[config.mk]
export PLATFORM = sky130hd
export DESIGN_NAME = update_sequencer
export DESIGN_NICKNAME = d
export VERILOG_FILES = /design/src/source/update_pkg.sv /design/src/source/update_sequencer.sv
export SDC_FILE = /design/constraint.sdc
export NUM_CORES = 1
export LEC_CHECK = 0
export ABC_AREA = 1
export BUFFER_PORTS_ARGS = -buffer_cell sky130_fd_sc_hd__clkbuf_2
export CAP_MARGIN = 20
export CORE_ASPECT_RATIO = 1.2
export CORE_MARGIN = 3
export CORE_UTILIZATION = 30
export CTS_CLUSTER_DIAMETER = 40
export DETAILED_ROUTE_END_ITERATION = 7
export SETUP_SLACK_MARGIN = 0.5
export SLEW_MARGIN = 20
export SYNTH_ARGS = -nofsm -noshare
export SYNTH_HDL_FRONTEND = slang
export SYNTH_SLANG_ARGS = --single-unit
[constraint.sdc]
create_clock -name clk -period 3.09 [get_ports clk]
set_input_delay 0.1545 -clock clk [delete_from_list [all_inputs] [get_ports clk]]
set_output_delay 0.1545 -clock clk [all_outputs]
set_load 0.005 [all_outputs]
[src/source/update_pkg.sv]
package update_pkg;

    // one lane of a line holds a signed fixed-point value.
    localparam int lane_width = 32;

    // line counts, iteration counts and model addresses.
    localparam int count_width = 16;

    // sequencer states.
    // state_drain holds off the next iteration until the last write of the
    // current one has left the subtract stage.
    typedef enum logic [1:0]
    {
        state_idle,
        state_main,
        state_drain
    } update_state_t;

endpackage
[src/source/update_sequencer.sv]
`timescale 1ns/1ps

module update_sequencer
#(
    parameter int lanes = 4,
    parameter int read_latency = 2
)
(
    input  logic clk,
    input  logic reset,
    input  logic op_start,
    input  logic [update_pkg::count_width-1:0] num_lines,
    input  logic [update_pkg::count_width-1:0] num_iterations,
    input  logic [update_pkg::count_width-1:0] model_offset,
    output logic busy,
    output logic op_done,

    input  logic [lanes*update_pkg::lane_width-1:0] fifo_head,
    input  logic fifo_empty,
    output logic fifo_pop,

    output logic model_rd_en,
    output logic [update_pkg::count_width-1:0] model_rd_addr,
    input  logic [lanes*update_pkg::lane_width-1:0] model_rd_data,

    output logic model_wr_en,
    output logic [update_pkg::count_width-1:0] model_wr_addr,
    output logic [lanes*update_pkg::lane_width-1:0] model_wr_data,
    input  logic model_wr_almost_full
);
    import update_pkg::*;

    update_state_t state;
    logic [count_width-1:0] lines_reg;
    logic [count_width-1:0] iters_reg;
    logic [count_width-1:0] offset_reg;
    logic [count_width-1:0] req_count;     // reads issued in this iteration.
    logic [count_width-1:0] wr_count;      // writes done in this iteration.
    logic [count_width-1:0] iter_count;
    logic rd_go;
    logic last_write;

    // popped lines wait here for the model line they belong to.
    logic dl_valid [read_latency];
    logic [lanes*lane_width-1:0] dl_line [read_latency];
    logic [count_width-1:0] dl_addr [read_latency];

    assign busy = (state != state_idle);
    assign rd_go = (state == state_main) && (req_count < lines_reg) && !fifo_empty &&
                   !model_wr_almost_full;
    assign fifo_pop = rd_go;
    assign model_rd_en = rd_go;
    assign model_rd_addr = offset_reg + req_count;
    assign last_write = model_wr_en && (wr_count == lines_reg - 1'b1);

    always_ff @(posedge clk)
    begin
        op_done <= 1'b0;
        if (model_wr_en)
            wr_count <= last_write ? '0 : wr_count + 1'b1;

        case (state)
            state_idle:
            begin
                if (op_start)
                begin
                    lines_reg <= num_lines;
                    iters_reg <= num_iterations;
                    offset_reg <= model_offset;
                    req_count <= '0;
                    wr_count <= '0;
                    iter_count <= '0;
                    state <= state_main;
                end
            end

            state_main:
            begin
                if (rd_go)
                begin
                    req_count <= req_count + 1'b1;
                    if (req_count == lines_reg - 1'b1)
                        state <= state_drain;
                end
            end

            state_drain:
            begin
                if (last_write)
                begin
                    if (iter_count == iters_reg - 1'b1)
                    begin
                        op_done <= 1'b1;
                        state <= state_idle;
                    end
                    else
                    begin
                        iter_count <= iter_count + 1'b1;
                        req_count <= '0;
                        state <= state_main;
                    end
                end
            end

            default:
                state <= state_idle;
        endcase

        if (reset)
        begin
            state <= state_idle;
            op_done <= 1'b0;
        end
    end

    always_ff @(posedge clk)
    begin
        if (reset)
        begin
            for (int k = 0; k < read_latency; k++)
                dl_valid[k] <= 1'b0;
            model_wr_en <= 1'b0;
        end
        else
        begin
            dl_valid[0] <= rd_go;
            for (int k = 1; k < read_latency; k++)
                dl_valid[k] <= dl_valid[k-1];
            model_wr_en <= dl_valid[read_latency-1];
        end
    end

    always_ff @(posedge clk)
    begin
        dl_line[0] <= fifo_head;
        dl_addr[0] <= model_rd_addr;
        for (int k = 1; k < read_latency; k++)
        begin
            dl_line[k] <= dl_line[k-1];
            dl_addr[k] <= dl_addr[k-1];
        end
        model_wr_addr <= dl_addr[read_latency-1];
        for (int i = 0; i < lanes; i++)
        begin
            model_wr_data[i*lane_width +: lane_width] <=
                model_rd_data[i*lane_width +: lane_width] -
                dl_line[read_latency-1][i*lane_width +: lane_width];   // wraps modulo 2^32.
        end
    end

    // once an iteration is fully requested, no read may go out before its last write.
    a_no_read_in_drain: assert property (@(posedge clk) disable iff (reset)
        rd_go && (req_count == lines_reg - 1'b1) |=> !model_rd_en until_with last_write)
        else $error("model read issued before the previous iteration completed.");

    a_no_read_after_done: assert property (@(posedge clk) disable iff (reset)
        op_done |-> !model_rd_en until op_start)
        else $error("model read issued while idle.");

    a_done_pulse: assert property (@(posedge clk) disable iff (reset)
        op_done |=> !op_done)
        else $error("op_done held for more than one cycle.");

endmodule

==> results of run 1 <==
-- per-layer routing --
| layer | up-vias | part of all wire | track usage |
|---|---|---|---|
| li1 | 10100 | - | - |
| met1 | 9157 | 0.41 | 0.206 |
| met2 | 620 | 0.49 | 0.317 |
| met3 | 158 | 0.062 | 0.0413 |
| met4 | 6 | 0.038 | 0.0745 |
| met5 | - | 0.00057 | 0 |
-- Yosys cell counts (12+ instances only) --
master,n
a31oi_1,20
nor3_2,12
nand4_1,26
o21ai_0,90
nor2_1,210
a21o_1,22
edfxtp_1,80
inv_1,369
xor2_1,119
nor3_1,37
ha_1,160
a21oi_1,186
nand2_1,393
nand3_1,117
o21ai_1,13
dfxtp_1,454
o21bai_1,24
xnor2_1,48
-- report_power, final --
part	switching [W]	internal [W]
combinational	0.00422	0.00344
sequential	0.000735	0.00853
clock	0.00332	0.00537
total	0.00827	0.0173
-- timing repair --
action | in CTS | in global routing
hold endpoints to repair | 283 | 0
pin swaps | 35 | 35
resized for setup | 91 | 59
hold buffers | 279 | 0
buffers inserted | 42 | 25
endpoints found under the setup margin | 46 | 59
cloned | 1 | 1
-- through the flow --
step                hold WS [ns]  power, W  std cells
finish                    0.0425    0.0256       4481
global route              0.0341    0.0270       4479
CTS                     0.000515    0.0252       4450
detailed placement         0.258    0.0153       3991
global placement           0.258    0.0152       3991
floorplan                  0.182    0.0125       2502
-- final timing paths --
check                                        from                 to  slack, ns  depth (start not counted)
worst max register to register       lines_reg[3]           state[0]       0.42                         20
worst min register to register     dl_line[0][40]    dl_line[0][168]       0.32                          0
worst min-delay path            model_rd_data[71]  model_wr_data[71]       0.04                          3
worst max-delay path                 req_count[0]  model_rd_addr[12]       0.18                         14
-- critical path: stages, from the launching register on --
cell	delay, ns
edfxtp_1	0.36
ha_2	0.20
inv_2	0.04
fa_2	0.35
nor2_2	0.15
a211oi_2	0.06
o21ai_2	0.17
nand2_1	0.09
nand2_2	0.10
nand2_2	0.08
nand2_4	0.08
nand3_2	0.07
nand2_2	0.08
xor2_2	0.18
buf_2	0.16
-- cell type report --
type                            count  area [um2]
Inverter                          377        1420
Multi-Input combinational cell   1586       10200
Tap cell                          999        1250
Clock inverter                     46         515
Clock buffer                       91        2060
Fill cell                        7120       41200
Timing Repair Buffer              843        6010
Antenna cell                        5        12.5
Sequential cell                   534       11500
-- cells by family after synthesis --
family / share of synthesized area
adders and majority gates: 0.0931
xor gates and xnor gates: 0.0658
and+or+nand+nor: 0.165
buffers and inverters: 0.0643
AOI/OAI and AO/OA: 0.103
DFF: 0.509
==> qor.yml, run 1 <==
firstDrtPassIters: 8
cts_made_buffers: 77
skew_ns: 0.0171
synth-seq-area-share: 0.509
io-pin-count: 474
hold_viol: 0
grt_start_max_net_pins: 42
synthCells: 2502
dr_total_vias: 20000
drtIter0Drc: 995
die_area_um2: 78600
avgViaCountPerCell: 4.47
drc: 0
maxCapViolCount: 0
rsz0062_at_grt: "yes"
synth.distinct_cells: 50
stdcell_area_um2: 33000
hold_path_class: "primary input to register"
ant_nets: 0
area_growth_pct: 46.0
synthTopCellsByArea: "dfxtp_1 40%, edfxtp_1 11%, ha_1 8.9%"
utilization: 0.444
end_kind: "output port"
fin_crit_ns: 2.91
startpoint_type: "register"
syn-num-nets: 2976
synth_seq_cells: 534
top_regs: "dl_line x256, model_wr_data x128, dl_addr x32"
dieHeight_um: 307
final_nets: 3893
root_buffer: "clkbuf_16"
synthArstFlopShare: 0
placed_area_um2: 26400
finalWirelength_um: 72000
antenna_found_initial: 8
routabilityCongestion: 0.918
grt_pass1_wl_um: 110000
worstPathArrival_ns: 2.75
critical_path_required_ns: 2.94
status: "finished, final reports clean"
setup_viol: 0
setup_tns_ns: 0
tightest_slew_ns: 0.724
overflow: 0
cts.sinks: 534
die_w_um: 256
largest_register_ffs: 256
maxSlewViolCount: 0
synth_largest_area_cell: "dfxtp_1"
yosysWarnings: 0
place_ws_ns: 0.237
leakagePower_nw: 15.6
regMostFlops: "dl_line"
peakVddDrop_v: 0.000661
clk_pin_slew_worst_paths_ns: 0.05
crit_fanout: 2
drive_gt1_frac: 0.241
max_freq_ghz: 0.344
grt_use_total: 0.178
start_util: 0.304
fin_ws_ns: 0.185
maxSlewHeadroom: 0.511
power_density_nw_per_um2: 777
io_buffers: 473
final_cell_mix: "468 x clkbuf_2, 454 x dfxtp_1, 371 x nand2_1, 363 x inv_1, 279 x dlygate4sd3_1"
cts_tree: "done"
critPathKind: "register to output port"
grt_pass1_vias: 20600
syn_area_um2: 22600
clkLatencyLatePin_ns: 0.60
ys.flop_type: "dfxtp_1"
design.core.area_um2: 74200
final_common_cell: "clkbuf_2"
clk_path_buf_depth: 3
synth_top_area_frac: 0.402
synth_edf_count: 80
wire_per_inst_um: 16.1
row_count: 109
cts_max_level: 3
finalCritPeriodShare: 0.940
hpwl_um: 55100
syn_avg_cell_area_um2: 9.03
Note: power is estimated with default switching activity, not from simulation.
==> run 2, diff against run 1 <==
==> constraint.sdc (replaced) <==
create_clock -name clk -period 3.09 [get_ports clk]
set_input_delay 0 -clock clk [delete_from_list [all_inputs] [get_ports clk]]
set_output_delay 0 -clock clk [all_outputs]
set_load 0.005 [all_outputs]
==> run 2 against run 1 <==
Net effect: final cell count grew 2.0%; sequential power is essentially flat; combinational power grew 3.3%; critical endpoint unchanged.
==> qor.yml, run 2 (synthesis gave the netlist of run 1 again) <==
leakagePower_nw: 15.9  # +2.3%
wl_met3_um: 4980  # +11%
design.core.area_um2: 74200  # unchanged
cts_tree: "done"
critical_path.max_stage_delay_ns: 0.37  # about the same
drt-met1-wl_um: 30100  # +2.3%
end_kind: "output port"
drive_gt1_frac: 0.244  # +0.00345
grt_pass1_vias: 21200  # +2.6%
critPathKind: "register to output port"
cts_made_buffers: 75  # -2.6%
peakVddDrop_v: 0.000604  # -8.6%
tightest_slew_ns: 0.731  # +0.00710 ns
pwr-share-clk: 0.332  # -0.007
maxSlewViolCount: 0  # unchanged
path_common_cell: "nand2_2"
row_count: 109  # unchanged
regMostFlops: "dl_line"
wire_per_inst_um: 16.3  # +1.4%
finalWirelength_um: 74500  # +3.4%
rsz0062_at_grt: "yes"
setup_viol: 0  # unchanged
antenna_found_initial: 9  # +1
drtIter0Drc: 1090  # +9.5%
hpwl_um: 55100  # about the same
cts.sinks: 534  # unchanged
avgViaCountPerCell: 4.48  # +0.30%
die_w_um: 256  # unchanged
whs_path_depth: 3  # unchanged
die_area_um2: 78600  # unchanged
fillers: 6999  # -1.7%
area_growth_pct: 50.2
crit_slowest_cell: "fa_2"
final_common_cell: "clkbuf_2"
finalCritPeriodShare: 0.876  # -0.0638
rr_endpoint: "iter_count[6]"
largest_register_ffs: 256  # unchanged
status: "finished, final reports clean"
maxSlewHeadroom: 0.507  # -0.00479
final_nets: 3982  # +2.3%
cp_top_family: "simple AND/OR/NAND/NOR gates"
routabilityCongestion: 0.913  # -0.52%
clk_pin_slew_worst_paths_ns: 0.05  # about the same
grt_start_max_net_pins: 42  # unchanged
ff_latch_area_um2: 11500  # unchanged
dr_total_vias: 20500  # +2.3%
cts_max_level: 3  # unchanged
crit_buf_inv: 2  # unchanged
ant_nets: 0  # unchanged
pwr-share-comb: 0.308  # +0.009
setup_tns_ns: 0  # unchanged
reg2reg_from: "lines_reg[5]"
pwr-share-seq: 0.360  # -0.002
grt_use_total: 0.185  # +0.00630
hold_viol: 0  # unchanged
drc: 0  # unchanged
switching_share: 0.327  # +0.00438
startpoint_type: "register"
root_buffer: "clkbuf_16"
top_regs: "dl_line x256, model_wr_data x128, dl_addr x32"
grt_pass1_wl_um: 114000  # +3.6%
skew_ns: 0.0230  # +0.00593 ns
max_freq_ghz: 0.369  # +7.3%
overflow: 0  # unchanged
worst-r2r-cell-count: 16  # -20%
maxCapViolCount: 0  # unchanged
hold_end: "model_wr_data[37]"
highest_layer: "met5"
intPower_w: 0.0173  # -0.39%
fin_crit_ns: 2.71  # -0.197 ns
met2WireLength_um: 36400  # +3.1%
r2r_slack_ns: 0.44  # +0.02 ns
clk_path_buf_depth: 3  # unchanged
crit_fanout: 2  # unchanged
fin_hold_ws_ns: 0.0110  # -0.0315 ns
multiInputGateArea_um2: 10300  # +1.3%
final_cell_mix: "468 x clkbuf_2, 454 x dfxtp_1, 365 x nand2_1, 362 x inv_1, 362 x dlygate4sd3_1"
firstDrtPassIters: 6  # -2
io-pin-count: 474  # unchanged
start_util: 0.304  # unchanged
utilization: 0.457  # +0.0130
clkLatencyLatePin_ns: 0.61  # about the same
path_cells: "ha_2 -> inv_2 -> fa_2 -> nor2_4 -> a211oi_2 -> o21ai_2 -> nand2_1 -> nand2_2 -> nand2_2 -> nand2_4 -> nand3_2 -> nand2_2 -> xor2_2 -> buf_2"
critical_path_required_ns: 3.09  # +0.15 ns
power_density_nw_per_um2: 757  # -2.6%
io_buffers: 473  # unchanged
dieHeight_um: 307  # unchanged
hold_path_class: "primary input to register"
hp-start: "model_rd_data[37]"
worstPathArrival_ns: 2.71  # -0.04 ns
power.switching_w: 0.00841  # +1.6%
[run 2: changes by cell type in the layout (fill, tap and decap cells not counted), moves of 5 or more]
cell	delta
dlygate4sd3_1	+83
a21oi_1	-9
nand2_2	+5
clkinv_4	-9
inv_6	+6
buf_4	+11
ha_1	-6
a21oi_2	+8
ha_4	+5
nand2_1	-6
[run 2: worst max path at each step]
| stage | to | cells past startpoint | slack (ns) | start |
|---|---|---|---|---|
| after floorplan | req_count[0] | 16 | 0.56 | lines_reg[0] |
| after CTS | model_rd_addr[12] | 14 | 0.27 | req_count[0] |
| after global routing | model_rd_addr[12] | 14 | 0.20 | req_count[0] |
| after global placement | req_count[0] | 15 | 0.28 | lines_reg[0] |
| after detailed placement | req_count[1] | 15 | 0.23 | lines_reg[0] |
| final | model_rd_addr[12] | 14 | 0.38 | req_count[0] |
[run 2: per-stage QoR]
stage	worst slack (ns)	cells	area [um2]	total power [W]
2_1_floorplan	0.555	2502	22600	0.0125
6_report	0.382	4571	33900	0.0257
4_1_cts	0.271	4516	33000	0.0250
3_5_place_dp	0.234	3985	26300	0.0152
5_1_grt	0.201	4571	33900	0.0271
3_3_place_gp	0.276	3985	26300	0.0151
[run 2: repair_timing]
item	4_1_cts	5_1_grt
setup endpoints to repair	46	61
endpoints found under the hold margin	330	0
hold buffers	362	0
cloned	2	0
gates resized for setup	60	117
pin swaps	31	51
setup buffers	31	50
[run 2: area by class of cell]
class | instances | area share
flip-flops and latches | 534 | 0.339
multi-input cells | 1586 | 0.305
repair buffers | 934 | 0.203
clock buffers | 94 | 0.0623
inverters | 377 | 0.0419
well taps | 999 | 0.0368
clock inverters | 42 | 0.0119
diodes | 5 | 0.000369
[run 2: tightest hold or removal path, delay by kind of cell]
| kind | cells | cell delay (ns) |
|---|---|---|
| xor gates and xnor gates | 1 | 0.17 |
| adders and majority gates | 1 | 0.26 |
| buffers and inverters | 1 | 0.09 |
[run 2: routing by layer]
metal	track usage	vias to the layer above
li1	-	10200
met1	0.209	9409
met2	0.328	671
met3	0.0486	176
met4	0.0776	4
met5	0	-
[run 2: power by group through the flow]
stage / logic [W] / clock network [W] / registers [W]
2_1_floorplan: 0.00332 / 0 / 0.00922
3_3_place_gp: 0.00576 / 0 / 0.00939
3_5_place_dp: 0.00578 / 0 / 0.00941
4_1_cts: 0.00702 / 0.00874 / 0.00926
5_1_grt: 0.00866 / 0.00907 / 0.00937
6_report: 0.00791 / 0.00853 / 0.00925
==> run 3, diff against run 2 <==
--- a/config.mk
+++ b/config.mk
@@ -13,6 +13,7 @@
 export CORE_UTILIZATION = 30
 export CTS_CLUSTER_DIAMETER = 40
 export DETAILED_ROUTE_END_ITERATION = 7
+export HOLD_SLACK_MARGIN = 0.06
 export SETUP_SLACK_MARGIN = 0.5
 export SLEW_MARGIN = 20
 export SYNTH_ARGS = -nofsm -noshare
==> run 3 against run 2 <==
Net effect: via count grew 2.5%; clock power barely moved; global-route usage up 0.34 points; critical path type unchanged; largest power group unchanged.
==> qor.yml, run 3 (synthesis gave the netlist of run 1 again) <==
die_w_um: 256  # unchanged
routabilityCongestion: 0.913  # unchanged
power_w: 0.0258  # +0.61%
reg2reg_from: "lines_reg[3]"
fin_ws_ns: 0.397  # +0.0148 ns
cts.sinks: 534  # unchanged
die_area_um2: 78600  # unchanged
clk_path_buf_depth: 3  # unchanged
top_regs: "dl_line x256, model_wr_data x128, dl_addr x32"
place_ws_ns: 0.234  # unchanged
maxSlewHeadroom: 0.498  # -0.00845
final_cell_mix: "469 x clkbuf_2, 457 x dlygate4sd3_1, 453 x dfxtp_1, 362 x inv_1, 358 x nand2_1"
highest_layer: "met4"
cts_max_level: 3  # unchanged
regMostFlops: "dl_line"
maxCapViolCount: 0  # unchanged
setup_viol: 0  # unchanged
drc: 0  # unchanged
startpoint_type: "register"
final_nets: 4078  # +2.4%
rsz0062_at_grt: "yes"
final_common_cell: "clkbuf_2"
largest_register_ffs: 256  # unchanged
design.core.area_um2: 74200  # unchanged
grt_start_max_net_pins: 42  # unchanged
grt_pass1_wl_um: 117000  # +2.5%
io_buffers: 473  # unchanged
drive_gt1_frac: 0.244  # about the same
clk_pin_slew_worst_paths_ns: 0.06  # about the same
hold_viol: 0  # unchanged
antenna_found_initial: 4  # -5
fin_crit_ns: 2.69  # -0.0148 ns
area_growth_pct: 54.9
met2WireLength_um: 37700  # +3.6%
crit_fanout: 2  # unchanged
fillers: 6865  # -1.9%
cts_tree: "done"
start_util: 0.304  # unchanged
wire_per_inst_um: 16.4  # +0.45%
end_kind: "output port"
finalWirelength_um: 76300  # +2.5%
worstPathArrival_ns: 2.69  # -0.02 ns
skew_ns: 0.0209  # -0.00210 ns
setup_tns_ns: 0  # unchanged
cts_made_buffers: 75  # unchanged
finalCritPeriodShare: 0.872  # -0.00480
hp-start: "num_lines[11]"
leakagePower_nw: 16.4  # +2.8%
tightest_slew_ns: 0.743  # +0.0125 ns
hpwl_um: 55100  # unchanged
wl_met3_um: 4600  # -7.8%
grt_use_total: 0.188  # +0.00344
drt-met1-wl_um: 30900  # +2.9%
peakVddDrop_v: 0.000580  # -3.9%
row_count: 109  # unchanged
clkLatencyLatePin_ns: 0.60  # about the same
dr_total_vias: 21000  # +2.5%
critPathKind: "register to output port"
utilization: 0.472  # +0.0143
grt_pass1_vias: 21800  # +2.9%
dp.cells: 3985  # unchanged
worstSetupStartpoint: "req_count[0]"
avgViaCountPerCell: 4.50  # +0.41%
max_freq_ghz: 0.371  # +0.55%
critical_path_required_ns: 3.09  # about the same
status: "finished, final reports clean"
maxSlewViolCount: 0  # unchanged
firstDrtPassIters: 5  # -1
overflow: 0  # unchanged
drtIter0Drc: 1138  # +4.4%
power_density_nw_per_um2: 739  # -2.4%
layoutNonFillerInstCount: 4665  # +2.1%
hold_path_class: "primary input to register"
ant_nets: 0  # unchanged
dieHeight_um: 307  # unchanged
root_buffer: "clkbuf_16"
io-pin-count: 474  # unchanged
## run 3: cell types whose count changed in the layout (fill, tap and decap cells not counted), sizes merged
cell         delta
dlygate4sd3    +95
clkbuf          +1
diode           -2
## run 3: worst paths after layout
check	cells after the start	slack [ns]	to
min reg2reg	0	0.32	dl_line[0][177]
max reg2reg	16	0.47	iter_count[6]
min	2	0.10	lines_reg[11]
max	14	0.40	model_rd_addr[12]
## run 3: where the power goes
group / internal, W / switching [W]
Sequential: 0.00853 / 0.000732
Combinational: 0.00370 / 0.00434
Clock: 0.00515 / 0.00339
## run 3: cell type report
cell class	count	area (um2)	area share
Antenna cell	3	7.51	0.000215
Clock buffer	94	2110	0.0604
Clock inverter	42	404	0.0116
Inverter	377	1420	0.0407
Multi-Input combinational cell	1586	10400	0.298
Sequential cell	534	11500	0.328
Tap cell	999	1250	0.0357
Timing Repair Buffer	1030	7870	0.225
## run 3: routing by layer
layer,vias up,global-route usage
met5,-,0
met4,0,0.0744
met3,184,0.0427
met2,693,0.340
met1,9691,0.215
li1,10400,-
## run 3: critical path, cell delays in order (launching register included)
cell and delay (ns):
edfxtp_1 0.35, ha_2 0.20, inv_2 0.04, fa_2 0.37, nor2_4 0.11, a211oi_2 0.07, o21ai_2 0.15, nand2_1 0.08
nand2_2 0.11, nand2_2 0.08, nand2_4 0.07, nand3_2 0.06, nand2_2 0.08, xor2_2 0.18, buf_2 0.15
## run 3: repair_timing
action / in CTS / in global routing
setup endpoints to repair: 46 / 66
gates resized for setup: 60 / 148
gates cloned: 2 / 0
endpoints found under the hold margin: 331 / 0
pin swaps: 31 / 55
setup buffers: 31 / 51
hold buffers: 457 / 0
## run 3: stage by stage
step | hold WS, ns | area [um2]
3_3_place_gp | 0.103 | 26300
4_1_cts | 0.0608 | 34000
2_1_floorplan | 0.0277 | 22600
3_5_place_dp | 0.104 | 26300
5_1_grt | 0.0682 | 35000
6_report | 0.104 | 35000
